**src/common/ex_config.svh**
```systemverilog
`ifndef EX_CONFIG_SVH
`define EX_CONFIG_SVH

// Data path width
`define EX_XLEN 32

// Scoreboard entry ID width
`define EX_TRANS_ID_BITS 3

// Multiplier latency in cycles, issue to result
`define EX_MULT_LATENCY 2

`endif
```
**src/common/ex_pkg.sv**
```systemverilog
`include "ex_config.svh"

package ex_pkg;

    // --------------------
    // Operation codes
    // --------------------
    typedef enum logic [4:0] {
        // Arithmetic and logic
        ADD,
        SUB,
        AND,
        OR,
        XOR,
        // Shifts
        SLL,
        SRL,
        SRA,
        // Set less than
        SLT,
        SLTU,
        // Conditional branches, ALU comparison only
        EQ,
        NE,
        LTS,
        GES,
        LTU,
        GEU,
        // Indirect jump, always taken
        JALR,
        // Multiplier, low word
        MUL,
        // Multiplier, high word variants
        MULH,
        MULHU,
        MULHSU
    } fu_op_e;

    // --------------------
    // Unit result
    // --------------------
    // One write-back candidate from a functional unit
    typedef struct packed {
        // Result present this cycle
        logic                           valid;
        // Value for the register file
        logic [`EX_XLEN-1:0]            result;
        // Scoreboard slot to write
        logic [`EX_TRANS_ID_BITS-1:0]   trans_id;
    } fu_result_t;

    // Idle result for units with nothing to report
    localparam fu_result_t FU_RESULT_IDLE = '{
        valid:    1'b0,
        result:   '0,
        trans_id: '0
    };

    // Branch operations take their outcome from the ALU compare
    function automatic logic is_branch_op(fu_op_e op);
        return (op inside {EQ, NE, LTS, GES, LTU, GEU});
    endfunction

endpackage

```
**src/common/fu_issue_if.sv**
```systemverilog
`timescale 1ns/1ps
`include "ex_config.svh"

// One issue slot from the stage into a functional unit
interface fu_issue_if;

    // Accepted issue, already gated with ready
    logic                           valid;
    // Silenced to zero when the unit is idle
    ex_pkg::fu_op_e                 operation;
    logic [`EX_XLEN-1:0]            operand_a;
    logic [`EX_XLEN-1:0]            operand_b;
    logic [`EX_XLEN-1:0]            imm;
    logic [`EX_TRANS_ID_BITS-1:0]   trans_id;

    // Stage side
    modport issuer (
        output valid, operation,
        output operand_a, operand_b, imm,
        output trans_id
    );

    // Functional unit side
    modport unit (
        input valid, operation,
        input operand_a, operand_b, imm,
        input trans_id
    );

endinterface

```
**src/hdl/ex_stage.sv**
```systemverilog
`timescale 1ns/1ps
`include "ex_config.svh"

module ex_stage (
    input  logic                            clk_i,
    input  logic                            rst_ni,
    input  logic                            flush_i,
    // Issue port
    input  logic                            alu_valid_i,
    input  logic                            branch_valid_i,
    input  logic                            mult_valid_i,
    input  ex_pkg::fu_op_e                  operation_i,
    input  logic [`EX_XLEN-1:0]             operand_a_i,
    input  logic [`EX_XLEN-1:0]             operand_b_i,
    input  logic [`EX_XLEN-1:0]             imm_i,
    input  logic [`EX_XLEN-1:0]             pc_i,
    input  logic [`EX_TRANS_ID_BITS-1:0]    trans_id_i,
    input  logic                            is_compressed_i,
    // Branch prediction from the front end
    input  logic                            predict_taken_i,
    input  logic [`EX_XLEN-1:0]             predict_target_i,
    // Scoreboard write port
    output logic                            flu_ready_o,
    output logic                            flu_valid_o,
    output logic [`EX_XLEN-1:0]             flu_result_o,
    output logic [`EX_TRANS_ID_BITS-1:0]    flu_trans_id_o,
    // Branch resolution
    output logic                            resolve_branch_o,
    output logic [`EX_XLEN-1:0]             resolved_pc_o,
    output logic [`EX_XLEN-1:0]             resolved_target_o,
    output logic                            resolved_taken_o,
    output logic                            mispredict_o
);

    // --------------------
    // Issue acceptance
    // --------------------
    // Only place where ready meets the issue valids
    logic alu_accept;
    logic branch_accept;
    logic mult_accept;
    // ALU operands also feed the branch unit
    logic alu_sel;

    assign alu_accept    = alu_valid_i & flu_ready_o;
    assign branch_accept = branch_valid_i & flu_ready_o;
    assign mult_accept   = mult_valid_i & flu_ready_o;
    assign alu_sel       = alu_accept | branch_accept;

    // Unit results and side paths
    ex_pkg::fu_result_t     alu_result;
    ex_pkg::fu_result_t     mult_result;
    logic                   alu_compare;
    logic [`EX_XLEN-1:0]    branch_link;

    fu_issue_if alu_issue ();
    fu_issue_if mult_issue ();

    // --------------------
    // Operand silencing
    // --------------------
    // Idle units see zeros to keep their logic quiet
    assign alu_issue.valid     = alu_accept;
    assign alu_issue.operation = alu_sel ? operation_i : ex_pkg::ADD;
    assign alu_issue.operand_a = alu_sel ? operand_a_i : '0;
    assign alu_issue.operand_b = alu_sel ? operand_b_i : '0;
    assign alu_issue.imm       = alu_sel ? imm_i : '0;
    assign alu_issue.trans_id  = alu_sel ? trans_id_i : '0;

    assign mult_issue.valid     = mult_accept;
    assign mult_issue.operation = mult_accept ? operation_i : ex_pkg::ADD;
    assign mult_issue.operand_a = mult_accept ? operand_a_i : '0;
    assign mult_issue.operand_b = mult_accept ? operand_b_i : '0;
    assign mult_issue.imm       = mult_accept ? imm_i : '0;
    assign mult_issue.trans_id  = mult_accept ? trans_id_i : '0;

    // --------------------
    // Functional units
    // --------------------
    // Single cycle, combinational
    alu alu_inst (
        .clk_i     ( clk_i       ),
        .rst_ni    ( rst_ni      ),
        .issue     ( alu_issue   ),
        .result_o  ( alu_result  ),
        .compare_o ( alu_compare )
    );

    // Resolves beside the ALU using its compare
    branch_unit branch_unit_inst (
        .issue             ( alu_issue         ),
        .branch_valid_i    ( branch_accept     ),
        .pc_i              ( pc_i              ),
        .is_compressed_i   ( is_compressed_i   ),
        .predict_taken_i   ( predict_taken_i   ),
        .predict_target_i  ( predict_target_i  ),
        .compare_i         ( alu_compare       ),
        .link_o            ( branch_link       ),
        .resolve_branch_o  ( resolve_branch_o  ),
        .resolved_pc_o     ( resolved_pc_o     ),
        .resolved_target_o ( resolved_target_o ),
        .resolved_taken_o  ( resolved_taken_o  ),
        .mispredict_o      ( mispredict_o      )
    );

    // Two stage pipeline
    mult mult_inst (
        .clk_i    ( clk_i       ),
        .rst_ni   ( rst_ni      ),
        .flush_i  ( flush_i     ),
        .issue    ( mult_issue  ),
        .result_o ( mult_result )
    );

    // Shared write port and ready
    flu_writeback flu_writeback_inst (
        .alu_result_i   ( alu_result         ),
        .mult_result_i  ( mult_result        ),
        .branch_valid_i ( branch_accept      ),
        .link_i         ( branch_link        ),
        .trans_id_i     ( alu_issue.trans_id ),
        .flu_ready_o    ( flu_ready_o        ),
        .flu_valid_o    ( flu_valid_o        ),
        .flu_result_o   ( flu_result_o       ),
        .flu_trans_id_o ( flu_trans_id_o     )
    );

endmodule

```
**src/mult/mult.sv**
```systemverilog
`timescale 1ns/1ps
`include "ex_config.svh"

module mult (
    input  logic                clk_i,
    input  logic                rst_ni,
    input  logic                flush_i,
    fu_issue_if.unit            issue,
    output ex_pkg::fu_result_t  result_o
);

    // Stage 1 operands
    logic                           s1_valid;
    ex_pkg::fu_op_e                 s1_op;
    logic [`EX_XLEN-1:0]            s1_a;
    logic [`EX_XLEN-1:0]            s1_b;
    logic [`EX_TRANS_ID_BITS-1:0]   s1_trans_id;
    // Stage 2 result
    logic                           s2_valid;
    logic [`EX_XLEN-1:0]            s2_result;
    logic [`EX_TRANS_ID_BITS-1:0]   s2_trans_id;

    // Sign extended by one bit so the product is two bits wider
    logic                           a_signed;
    logic                           b_signed;
    logic [`EX_XLEN:0]              a_ext;
    logic [`EX_XLEN:0]              b_ext;
    logic [2*`EX_XLEN+1:0]          product;
    logic [`EX_XLEN-1:0]            slice;

    // --------------------
    // Valid pipeline
    // --------------------
    // Flush drops everything in flight
    always_ff @(posedge clk_i or negedge rst_ni) begin
        if (!rst_ni) begin
            s1_valid <= 1'b0;
            s2_valid <= 1'b0;
        end else begin
            s1_valid <= issue.valid & ~flush_i;
            s2_valid <= s1_valid & ~flush_i;
        end
    end

    // Stage 1 capture
    always_ff @(posedge clk_i) begin
        s1_op       <= issue.operation;
        s1_a        <= issue.operand_a;
        s1_b        <= issue.operand_b;
        s1_trans_id <= issue.trans_id;
    end

    // --------------------
    // Product
    // --------------------
    // MULHSU signs only a and MULH both
    assign a_signed = (s1_op == ex_pkg::MULH) | (s1_op == ex_pkg::MULHSU);
    assign b_signed = (s1_op == ex_pkg::MULH);
    assign a_ext    = {a_signed & s1_a[`EX_XLEN-1], s1_a};
    assign b_ext    = {b_signed & s1_b[`EX_XLEN-1], s1_b};
    // Full width signed product
    assign product  = $signed(a_ext) * $signed(b_ext);

    // Low word for MUL and high word otherwise
    assign slice = (s1_op == ex_pkg::MUL) ? product[`EX_XLEN-1:0]
                                          : product[2*`EX_XLEN-1:`EX_XLEN];

    // Stage 2 capture
    always_ff @(posedge clk_i) begin
        s2_result   <= slice;
        s2_trans_id <= s1_trans_id;
    end

    assign result_o = '{
        valid:    s2_valid,
        result:   s2_result,
        trans_id: s2_trans_id
    };

endmodule

```
**src/hdl/flu_writeback.sv**
```systemverilog
`timescale 1ns/1ps
`include "ex_config.svh"

module flu_writeback (
    input  ex_pkg::fu_result_t              alu_result_i,
    input  ex_pkg::fu_result_t              mult_result_i,
    input  logic                            branch_valid_i,
    input  logic [`EX_XLEN-1:0]             link_i,
    input  logic [`EX_TRANS_ID_BITS-1:0]    trans_id_i,
    output logic                            flu_ready_o,
    output logic                            flu_valid_o,
    output logic [`EX_XLEN-1:0]             flu_result_o,
    output logic [`EX_TRANS_ID_BITS-1:0]    flu_trans_id_o
);

    // Port busy with a multiply result blocks issue
    // Mult valid is registered so ready is too
    assign flu_ready_o = ~mult_result_i.valid;

    assign flu_valid_o = mult_result_i.valid | alu_result_i.valid | branch_valid_i;

    // --------------------
    // Result mux
    // --------------------
    always_comb begin
        // Branch link by default
        flu_result_o   = link_i;
        flu_trans_id_o = trans_id_i;
        if (mult_result_i.valid) begin
            // Multiply keeps its own slot ID
            flu_result_o   = mult_result_i.result;
            flu_trans_id_o = mult_result_i.trans_id;
        end else if (alu_result_i.valid) begin
            flu_result_o   = alu_result_i.result;
            flu_trans_id_o = alu_result_i.trans_id;
        end
    end

endmodule

```
**src/hdl/branch_unit.sv**
```systemverilog
`timescale 1ns/1ps
`include "ex_config.svh"

module branch_unit (
    fu_issue_if.unit                    issue,
    input  logic                        branch_valid_i,
    input  logic [`EX_XLEN-1:0]         pc_i,
    input  logic                        is_compressed_i,
    input  logic                        predict_taken_i,
    input  logic [`EX_XLEN-1:0]         predict_target_i,
    // Branch condition from the ALU
    input  logic                        compare_i,
    // Return address for the write port
    output logic [`EX_XLEN-1:0]         link_o,
    output logic                        resolve_branch_o,
    output logic [`EX_XLEN-1:0]         resolved_pc_o,
    output logic [`EX_XLEN-1:0]         resolved_target_o,
    output logic                        resolved_taken_o,
    output logic                        mispredict_o
);

    logic                   is_jalr;
    logic [`EX_XLEN-1:0]    target_base;
    logic [`EX_XLEN-1:0]    target_sum;
    logic [`EX_XLEN-1:0]    target;
    logic                   taken;
    logic                   wrong_dir;
    logic                   wrong_target;

    // --------------------
    // Target calculation
    // --------------------
    assign is_jalr     = (issue.operation == ex_pkg::JALR);
    // Register based for JALR, PC relative otherwise
    assign target_base = is_jalr ? issue.operand_a : pc_i;
    assign target_sum  = target_base + issue.imm;
    // Jump target always halfword aligned
    assign target      = is_jalr ? {target_sum[`EX_XLEN-1:1], 1'b0} : target_sum;

    // Next sequential PC, compressed is two bytes
    assign link_o = pc_i + (is_compressed_i ? `EX_XLEN'd2 : `EX_XLEN'd4);

    // --------------------
    // Resolution
    // --------------------
    // JALR unconditional
    assign taken = is_jalr | compare_i;

    // Direction wrong
    assign wrong_dir    = (taken != predict_taken_i);
    // Taken but predicted elsewhere
    assign wrong_target = taken & (target != predict_target_i);

    assign resolve_branch_o  = branch_valid_i;
    assign resolved_pc_o     = pc_i;
    assign resolved_target_o = target;
    assign resolved_taken_o  = branch_valid_i & taken;
    assign mispredict_o      = branch_valid_i & (wrong_dir | wrong_target);

endmodule

```
**src/hdl/alu.sv**
```systemverilog
`timescale 1ns/1ps
`include "ex_config.svh"

module alu (
    input  logic                clk_i,
    input  logic                rst_ni,
    fu_issue_if.unit            issue,
    output ex_pkg::fu_result_t  result_o,
    output logic                compare_o
);

    localparam int unsigned SHAMT_BITS = $clog2(`EX_XLEN);

    logic [SHAMT_BITS-1:0]  shamt;
    // Subtraction with borrow out
    logic [`EX_XLEN:0]      sub_ext;
    logic                   eq;
    logic                   lt_signed;
    logic                   lt_unsigned;
    logic [`EX_XLEN-1:0]    alu_out;

    // --------------------
    // Shared comparator
    // --------------------
    assign shamt       = issue.operand_b[SHAMT_BITS-1:0];
    assign sub_ext     = {1'b0, issue.operand_a} - {1'b0, issue.operand_b};
    assign eq          = (issue.operand_a == issue.operand_b);
    // Borrow means a below b
    assign lt_unsigned = sub_ext[`EX_XLEN];
    assign lt_signed   = ($signed(issue.operand_a) < $signed(issue.operand_b));

    // Branch condition for the branch unit
    always_comb begin
        case (issue.operation)
            ex_pkg::EQ:  compare_o = eq;
            ex_pkg::NE:  compare_o = ~eq;
            ex_pkg::LTS: compare_o = lt_signed;
            ex_pkg::GES: compare_o = ~lt_signed;
            ex_pkg::LTU: compare_o = lt_unsigned;
            ex_pkg::GEU: compare_o = ~lt_unsigned;
            default:     compare_o = 1'b0;
        endcase
    end

    // --------------------
    // Result select
    // --------------------
    always_comb begin
        case (issue.operation)
            ex_pkg::ADD:  alu_out = issue.operand_a + issue.operand_b;
            ex_pkg::SUB:  alu_out = sub_ext[`EX_XLEN-1:0];
            ex_pkg::AND:  alu_out = issue.operand_a & issue.operand_b;
            ex_pkg::OR:   alu_out = issue.operand_a | issue.operand_b;
            ex_pkg::XOR:  alu_out = issue.operand_a ^ issue.operand_b;
            ex_pkg::SLL:  alu_out = issue.operand_a << shamt;
            ex_pkg::SRL:  alu_out = issue.operand_a >> shamt;
            // Arithmetic shift keeps the sign
            ex_pkg::SRA:  alu_out = $unsigned($signed(issue.operand_a) >>> shamt);
            ex_pkg::SLT:  alu_out = {{(`EX_XLEN-1){1'b0}}, lt_signed};
            ex_pkg::SLTU: alu_out = {{(`EX_XLEN-1){1'b0}}, lt_unsigned};
            // Branches and jumps write nothing from here
            default:      alu_out = '0;
        endcase
    end

    // Valid follows issue, result in the same cycle
    assign result_o = '{
        valid:    issue.valid,
        result:   alu_out,
        trans_id: issue.trans_id
    };

endmodule

```
**config.mk**
```make
export PLATFORM = sky130hd
export DESIGN_NAME = ex_stage
export DESIGN_NICKNAME = d
export VERILOG_FILES = /design/src/common/ex_pkg.sv /design/src/common/fu_issue_if.sv /design/src/hdl/ex_stage.sv /design/src/mult/mult.sv /design/src/hdl/flu_writeback.sv /design/src/hdl/branch_unit.sv /design/src/hdl/alu.sv
export VERILOG_INCLUDE_DIRS = /design/src /design/src/common
export SDC_FILE = /design/constraint.sdc
export NUM_CORES = 2
export LEC_CHECK = 0
export ABC_CLOCK_PERIOD_IN_PS = 23700
export BUFFER_PORTS_ARGS = -buffer_cell sky130_fd_sc_hd__buf_4
export CORE_MARGIN = 10
export CORE_UTILIZATION = 45
export DETAILED_ROUTE_END_ITERATION = 6
export GPL_TIMING_DRIVEN = 0
export PLACE_DENSITY_LB_ADDON = 0.05
export SLEW_MARGIN = 10
export SYNTH_ARGS = -nofsm -noshare
export SYNTH_HDL_FRONTEND = slang
export SYNTH_SLANG_ARGS = --single-unit
```
**constraint.sdc**
```tcl
create_clock -name clk_i -period 23.7 [get_ports clk_i]
set_clock_uncertainty 0.1 [all_clocks]
set_input_delay 4.74 -clock clk_i [delete_from_list [all_inputs] [get_ports clk_i]]
set_output_delay 4.74 -clock clk_i [all_outputs]
set_load 0.005 [all_outputs]
```
### Yosys cells after proc, flatten, opt, wreduce, memory -nomap -nowiden

Index checks and enable logic that the tools add are counted.

* add/sub/neg operators: 4
* $mul: 1
* magnitude comparators: 1
* eq/ne operators: 22
* shift-type cells: 3
* muxes and demuxes: 14
* bitwise logic cells: 24
* reduce and logical (&&, ||, !) cells: 1

Operator list (count)
* $pmux 32 s10: 1
* $mux 32: 7
* $add 32x32->32: 3
* $mul 33x33->64: 1
* $eq 5x4->1 const B: 8
* $sub 32x32->33: 1
* $and 32x32->32: 1
* $eq 32x32->1: 1
* $lt 32x32->1: 1
* $ne 32x32->1: 1
* $or 32x32->32: 1
* $shl 32x5->32: 1
* $shr 32x5->32: 1
* $sshr 32x5->32: 1
* $xor 32x32->32: 1
* $eq 5x3->1 const B: 4
* $eq 5x5->1 const B: 4
* $and 1x1->1: 10
* $eq 5x2->1 const B: 2
* $mux 3: 3
* $or 1x1->1: 6
* $pmux 1 s6: 1
* $eq 5x1->1 const B: 1
* $logic_not 5->1: 1
* other kinds (4): 8

* register bits: 109
* input port bits: 176
* output and inout bits: 104
* logic and storage cells: 78

### Logic depth before layout (Yosys ltp)

* depth in word-level cells: 12
* depth in mapped cells: 33

### Hierarchy

Synthesis repeated with hierarchy kept, for this count alone.

* cell total of the unflattened synthesis: 6664
* area, all modules: 55989.9 um^2

By module, submodules not included
* mult: times used 1, cells an instance 4407, area each 40540.1 um^2
* alu: times used 1, cells an instance 1289, area each 8409.3 um^2
* branch_unit: times used 1, cells an instance 580, area each 4181.5 um^2
* ex_stage: times used 1, cells an instance 269, area each 2080.7 um^2
* flu_writeback: times used 1, cells an instance 119, area each 778.2 um^2

### Worst setup path after synthesis

Ideal clock, no wire load.

* path type: input port to output port
* start: in alu_valid_i
* end: out mispredict_o
* arrival time: 9.209 ns
* path slack: 9.651 ns
* stages: 21
* path buffers: 5
* cells stage by stage: o21ba_1 > clkbuf_1 > clkbuf_1 > clkbuf_1 > clkbuf_1 > clkbuf_1 > and2_1 > ha_1 > inv_1 > fa_1 > nand2b_1 > a21oi_1 > o21ai_1 > a31oi_1 > o41ai_2 > o21ai_0 > o2111ai_1 > a2111oi_0 > nand4b_1 > nor4_1 > nor2_1

* longest elaborated chain between the ends: 11
* elaborated cells between the ends (all ways): 29
* classes of those cells: add/sub (2); order compare (1); eq/ne (10); mux (7); bitwise (9)

RTL lines
* start, declared: RTL line ex_stage.sv:9 `input logic alu_valid_i,`
* $and 1x1->1 *: RTL line ex_stage.sv:45 `assign alu_accept = alu_valid_i & flu_ready_o;`
* $or 1x1->1 *: RTL line ex_stage.sv:48 `assign alu_sel = alu_accept | branch_accept;`
* $mux 5: RTL line ex_stage.sv:64 `assign alu_issue.operation = alu_sel ? operation_i : ex_pkg::ADD;`
* $eq 5x5->1: RTL line branch_unit.sv:33 `assign is_jalr = (issue.operation == ex_pkg::JALR);`
* $mux 32: RTL line branch_unit.sv:35 `assign target_base = is_jalr ? issue.operand_a : pc_i;`
* $add 32x32->32: RTL line branch_unit.sv:36 `assign target_sum = target_base + issue.imm;`
* $mux 1: RTL line branch_unit.sv:38 `` assign target = is_jalr ? {target_sum[`EX_XLEN-1:1], 1'b0} : target_sum; ``
* $ne 32x32->1: RTL line branch_unit.sv:52 `assign wrong_target = taken & (target != predict_target_i);`
* $and 1x1->1: RTL line branch_unit.sv:52
* $or 1x1->1 *: RTL line branch_unit.sv:58 `assign mispredict_o = branch_valid_i & (wrong_dir | wrong_target);`
* $and 1x1->1 *: RTL line branch_unit.sv:58
* end, declared: RTL line ex_stage.sv:32 `output logic mispredict_o`

Mark *: on every way between the ends. The rest lies on a longest branch, timed or not.

### Final worst setup path

* start: in branch_valid_i
* end: out mispredict_o

* longest elaborated chain between the ends: 11
* elaborated cells between the ends (all ways): 29
* classes of those cells: add/sub (2); order compare (1); eq/ne (10); mux (7); bitwise (9)

RTL lines
* start, declared: RTL line ex_stage.sv:10 `input logic branch_valid_i,`
* $and 1x1->1 *: RTL line ex_stage.sv:46 `assign branch_accept = branch_valid_i & flu_ready_o;`
* $or 1x1->1: RTL line ex_stage.sv:48
* $mux 5: RTL line ex_stage.sv:64
* $eq 5x5->1: RTL line branch_unit.sv:33
* $mux 32: RTL line branch_unit.sv:35
* $add 32x32->32: RTL line branch_unit.sv:36
* $mux 1: RTL line branch_unit.sv:38
* $ne 32x32->1: RTL line branch_unit.sv:52
* $and 1x1->1: RTL line branch_unit.sv:52
* $or 1x1->1: RTL line branch_unit.sv:58
* $and 1x1->1 *: RTL line branch_unit.sv:58

Marks and branches as above.

==> flow_metrics.tcl <==
set metrics [dict create \
    status "complete, no violations" \
    p_leak_nw 27.9 \
    routed_via_density 5.89 \
    cts_buffers 9 \
    hold_viol 0 \
    antenna_found_initial 9 \
    drcViolationCount 0 \
    setup_viol 0 \
    ys_seq_area_frac 0.0401 \
    synthArstFlopShare 0.0183 \
    dieHeight_um 369 \
    drtPass1Iterations 6 \
    dieWidth_um 369 \
    ys_top_cells_by_area "fa_1 41%, inv_1 8.9%, ha_1 7.8%" \
    r2r_slack_ns 12.47 \
    peakVddDrop_mv 0.0656 \
    totalWireLength_um 268000 \
    rr_endpoint "mult_inst.s2_result[31]$_DFF_P_" \
    post-cts-setup-buffers 0 \
    dp_hpwl_um 228000 \
    seqPwrFrac 0.086 \
    drive_above_1_share 0.0641 \
    cp-end-kind "output pin" \
    rr_worst_depth 25 \
    syn-num-nets 8289 \
    crit_required_ns 18.86 \
    arrival_ns 14.04 \
    area_growth_pct 8.21 \
    totalNegativeSetupSlack_ns 0 \
    yosysUniqueCellTypes 95 \
    clk_pin_slew_ns 0.08 \
    detailroute.via_count 50463 \
    synthCells 6642 \
    reg2reg_from "mult_inst.s1_b[3]$_SDFF_PN0_" \
    htree_levels 3 \
    hold_class "flop to flop" \
    start_kind "input pin" \
    track_usage 0.391 \
    final_common_cell "inv_1" \
    synth_enable_flop_cells 0 \
    maxCapViolCount 0 \
    p_per_area_mw_per_mm2 55.9 \
    ant_nets 0 \
    layout_common_cells "1,289 x inv_1, 1,128 x fa_1, 1,026 x nand2_1, 450 x and2_1, 354 x clkbuf_1" \
    cp_max_fo 10 \
    drt-initial-drc-count 5209 \
    dpl_worst_slack_ns 5.24 \
    swShare 0.607 \
    ys_seq_elements 109 \
    finalCritPeriodShare 0.796 \
    p_sw_mw 2.01 \
    cts_sinks 109 \
    yosysWarnings 0 \
    ctsRootBufferMaster "clkbuf_16" \
    clk_path_buf_depth 2 \
    initial_core_util 0.454 \
    detail_route.wl_per_cell_um 31.3 \
    slew_viol_final 0 \
    p_comb_frac 0.865 \
    path_class "input pin to output pin" \
    rsz0062_at_grt "false" \
    io_buffer_count 277 \
    relSlewSlack 0.0782 \
    place.gp.congestion 1.08 \
    hold-path-cell-count 0 \
    rows 127 \
    synth_top_cell_by_area "fa_1" \
    cts_hold_buffers 0 \
    avgSynthCellArea_um2 8.23 \
    cts_resized 0 \
    ys.flop_type "dfxtp_1" \
    fin_crit_ns 18.88 \
    hold_path_end "mult_inst.s2_trans_id[2]$_DFF_P_" \
    cts_tree "built" \
    synth_area_mm2 0.0547 \
    grt_pass1_vias 52448 \
    insertion_delay_ns 0.40 \
    p_int_mw 1.30 \
    power_frac_clock 0.050 \
    core-area_mm2 0.120 \
    grt_max_degree 25 \
    grt_pass1_wl_um 383000 \
    io_pins 280 \
    layout_setup_ws_ns 4.82 \
    grt.overflow.total 0 \
    post-route-util 0.492 \
    tightest_slew_ns 1.38 \
    nNetsFinal 8579 \
    die_area_mm2 0.136 \
    yosys.area.top_type_share 0.414 \
    min_from "mult_inst.s1_trans_id[2]$_SDFF_PN0_" \
    fmax_mhz 53.0 \
]
[metrics by stage]
stage | cells | hold WS, ns | instance area (um^2) | power (mW)
final | 8561 | 0.232 | 59100 | 3.31
after floorplan | 6642 | 0.210 | 54700 | 1.93
after global routing | 8549 | 0.250 | 59100 | 3.53
after CTS | 8549 | 0.232 | 59100 | 3.23
after detailed placement | 8533 | 0.219 | 58800 | 3.02
after global placement | 8531 | 0.215 | 58800 | 3.04
[flip-flops by register name (all words and copies together), names as in the netlist]
register / cells
mult_inst.s1_op: 5
mult_inst.s1_a: 32
mult_inst.s1_b: 32
mult_inst.s1_trans_id: 3
mult_inst.s2_valid: 1
mult_inst.s2_trans_id: 3
mult_inst.s1_valid: 1
mult_inst.s2_result: 32
[synth_stat cells (17+ instances only)]
cell         n
dfxtp_1    107
o21bai_1    31
or2_2       21
and2_1     450
o211ai_1    51
o21a_1      22
o21ai_0    184
and3_1      32
o31ai_1     23
buf_1       17
inv_1     1289
nor2b_1     26
nor3_1      56
fa_1      1129
a22oi_1     20
nand2_1   1026
clkbuf_1   357
a211oi_1    37
or3_1       17
mux2_2      50
xor2_1      44
a21oi_1    267
buf_4       32
o221ai_1    20
o22ai_1     25
ha_1       342
a21o_1      72
nor2_1     273
xnor2_1    125
nor4_1      27
nand2b_1    33
nand4_1     28
nand3_1     63
mux2i_1     72
a31oi_1     36
[cell families (layout without fill, tap and decap cells)]
logic type / Yosys count / after routing / synth area share
mux: 124 / 124 / 0.0243
fa+ha+maj: 1471 / 1471 / 0.492
buf+inv: 1716 / 2011 / 0.121
flops: 109 / 109 / 0.0401
compound gates: 952 / 952 / 0.115
other cells: 0 / 12 / 0
xor+xnor: 175 / 175 / 0.0296
simple gates: 2095 / 2095 / 0.179
[worst max-delay path by stage]
stage	from	end	depth (start not counted)
after floorplan	alu_valid_i	mispredict_o	21
after global placement	branch_valid_i	mispredict_o	21
after detailed placement	branch_valid_i	mispredict_o	21
after CTS	branch_valid_i	mispredict_o	21
after global routing	branch_valid_i	mispredict_o	21
final	branch_valid_i	mispredict_o	21
[power by group through the flow]
stage / logic, mW / clock network (mW) / registers, mW
2_1_floorplan: 1.69 / 0 / 0.241
3_3_place_gp: 2.76 / 0 / 0.280
3_5_place_dp: 2.74 / 0 / 0.278
4_1_cts: 2.79 / 0.166 / 0.276
5_1_grt: 3.08 / 0.172 / 0.280
6_report: 2.86 / 0.164 / 0.283
[cell type report]
| class | count | area, um^2 |
|---|---|---|
| diodes | 12 | 30.0 |
| plain buffers | 422 | 1730 |
| clock buffers | 9 | 225 |
| well taps | 1612 | 2020 |
| inverters | 1294 | 4860 |
| flip-flops and latches | 109 | 2190 |
| repair buffers | 279 | 2100 |
| fillers | 12153 | 61100 |
| clock inverters | 7 | 91.3 |
| multi-input cells | 4817 | 45900 |
[worst max-delay path: stages]
cell and delay [ns]:
buf_4 0.16, o21ba_1 0.20, clkbuf_1 0.72, clkbuf_1 0.59, clkbuf_1 0.91, clkbuf_1 0.90
clkbuf_1 0.87, nand2_1 0.39, fa_1 0.51, nand2b_1 0.19, a21oi_1 0.45, o21ai_1 0.22
a31oi_1 0.61, o41ai_2 0.26, o21ai_0 0.42, o2111ai_1 0.23, a2111oi_0 0.45, nand4b_1 0.19
nor4_1 0.71, nor2_1 0.10, buf_4 0.17
[metal layers]
metal	up-vias	track usage	share of wire	wire (um)
met5	-	0	0.00027	72
met4	6	0.248	0.077	20700
met3	678	0.0846	0.096	25700
met2	2931	0.602	0.44	118000
met1	25706	0.496	0.39	103000
li1	21142	-	-	-
Power figures use the tool's default switching activity.
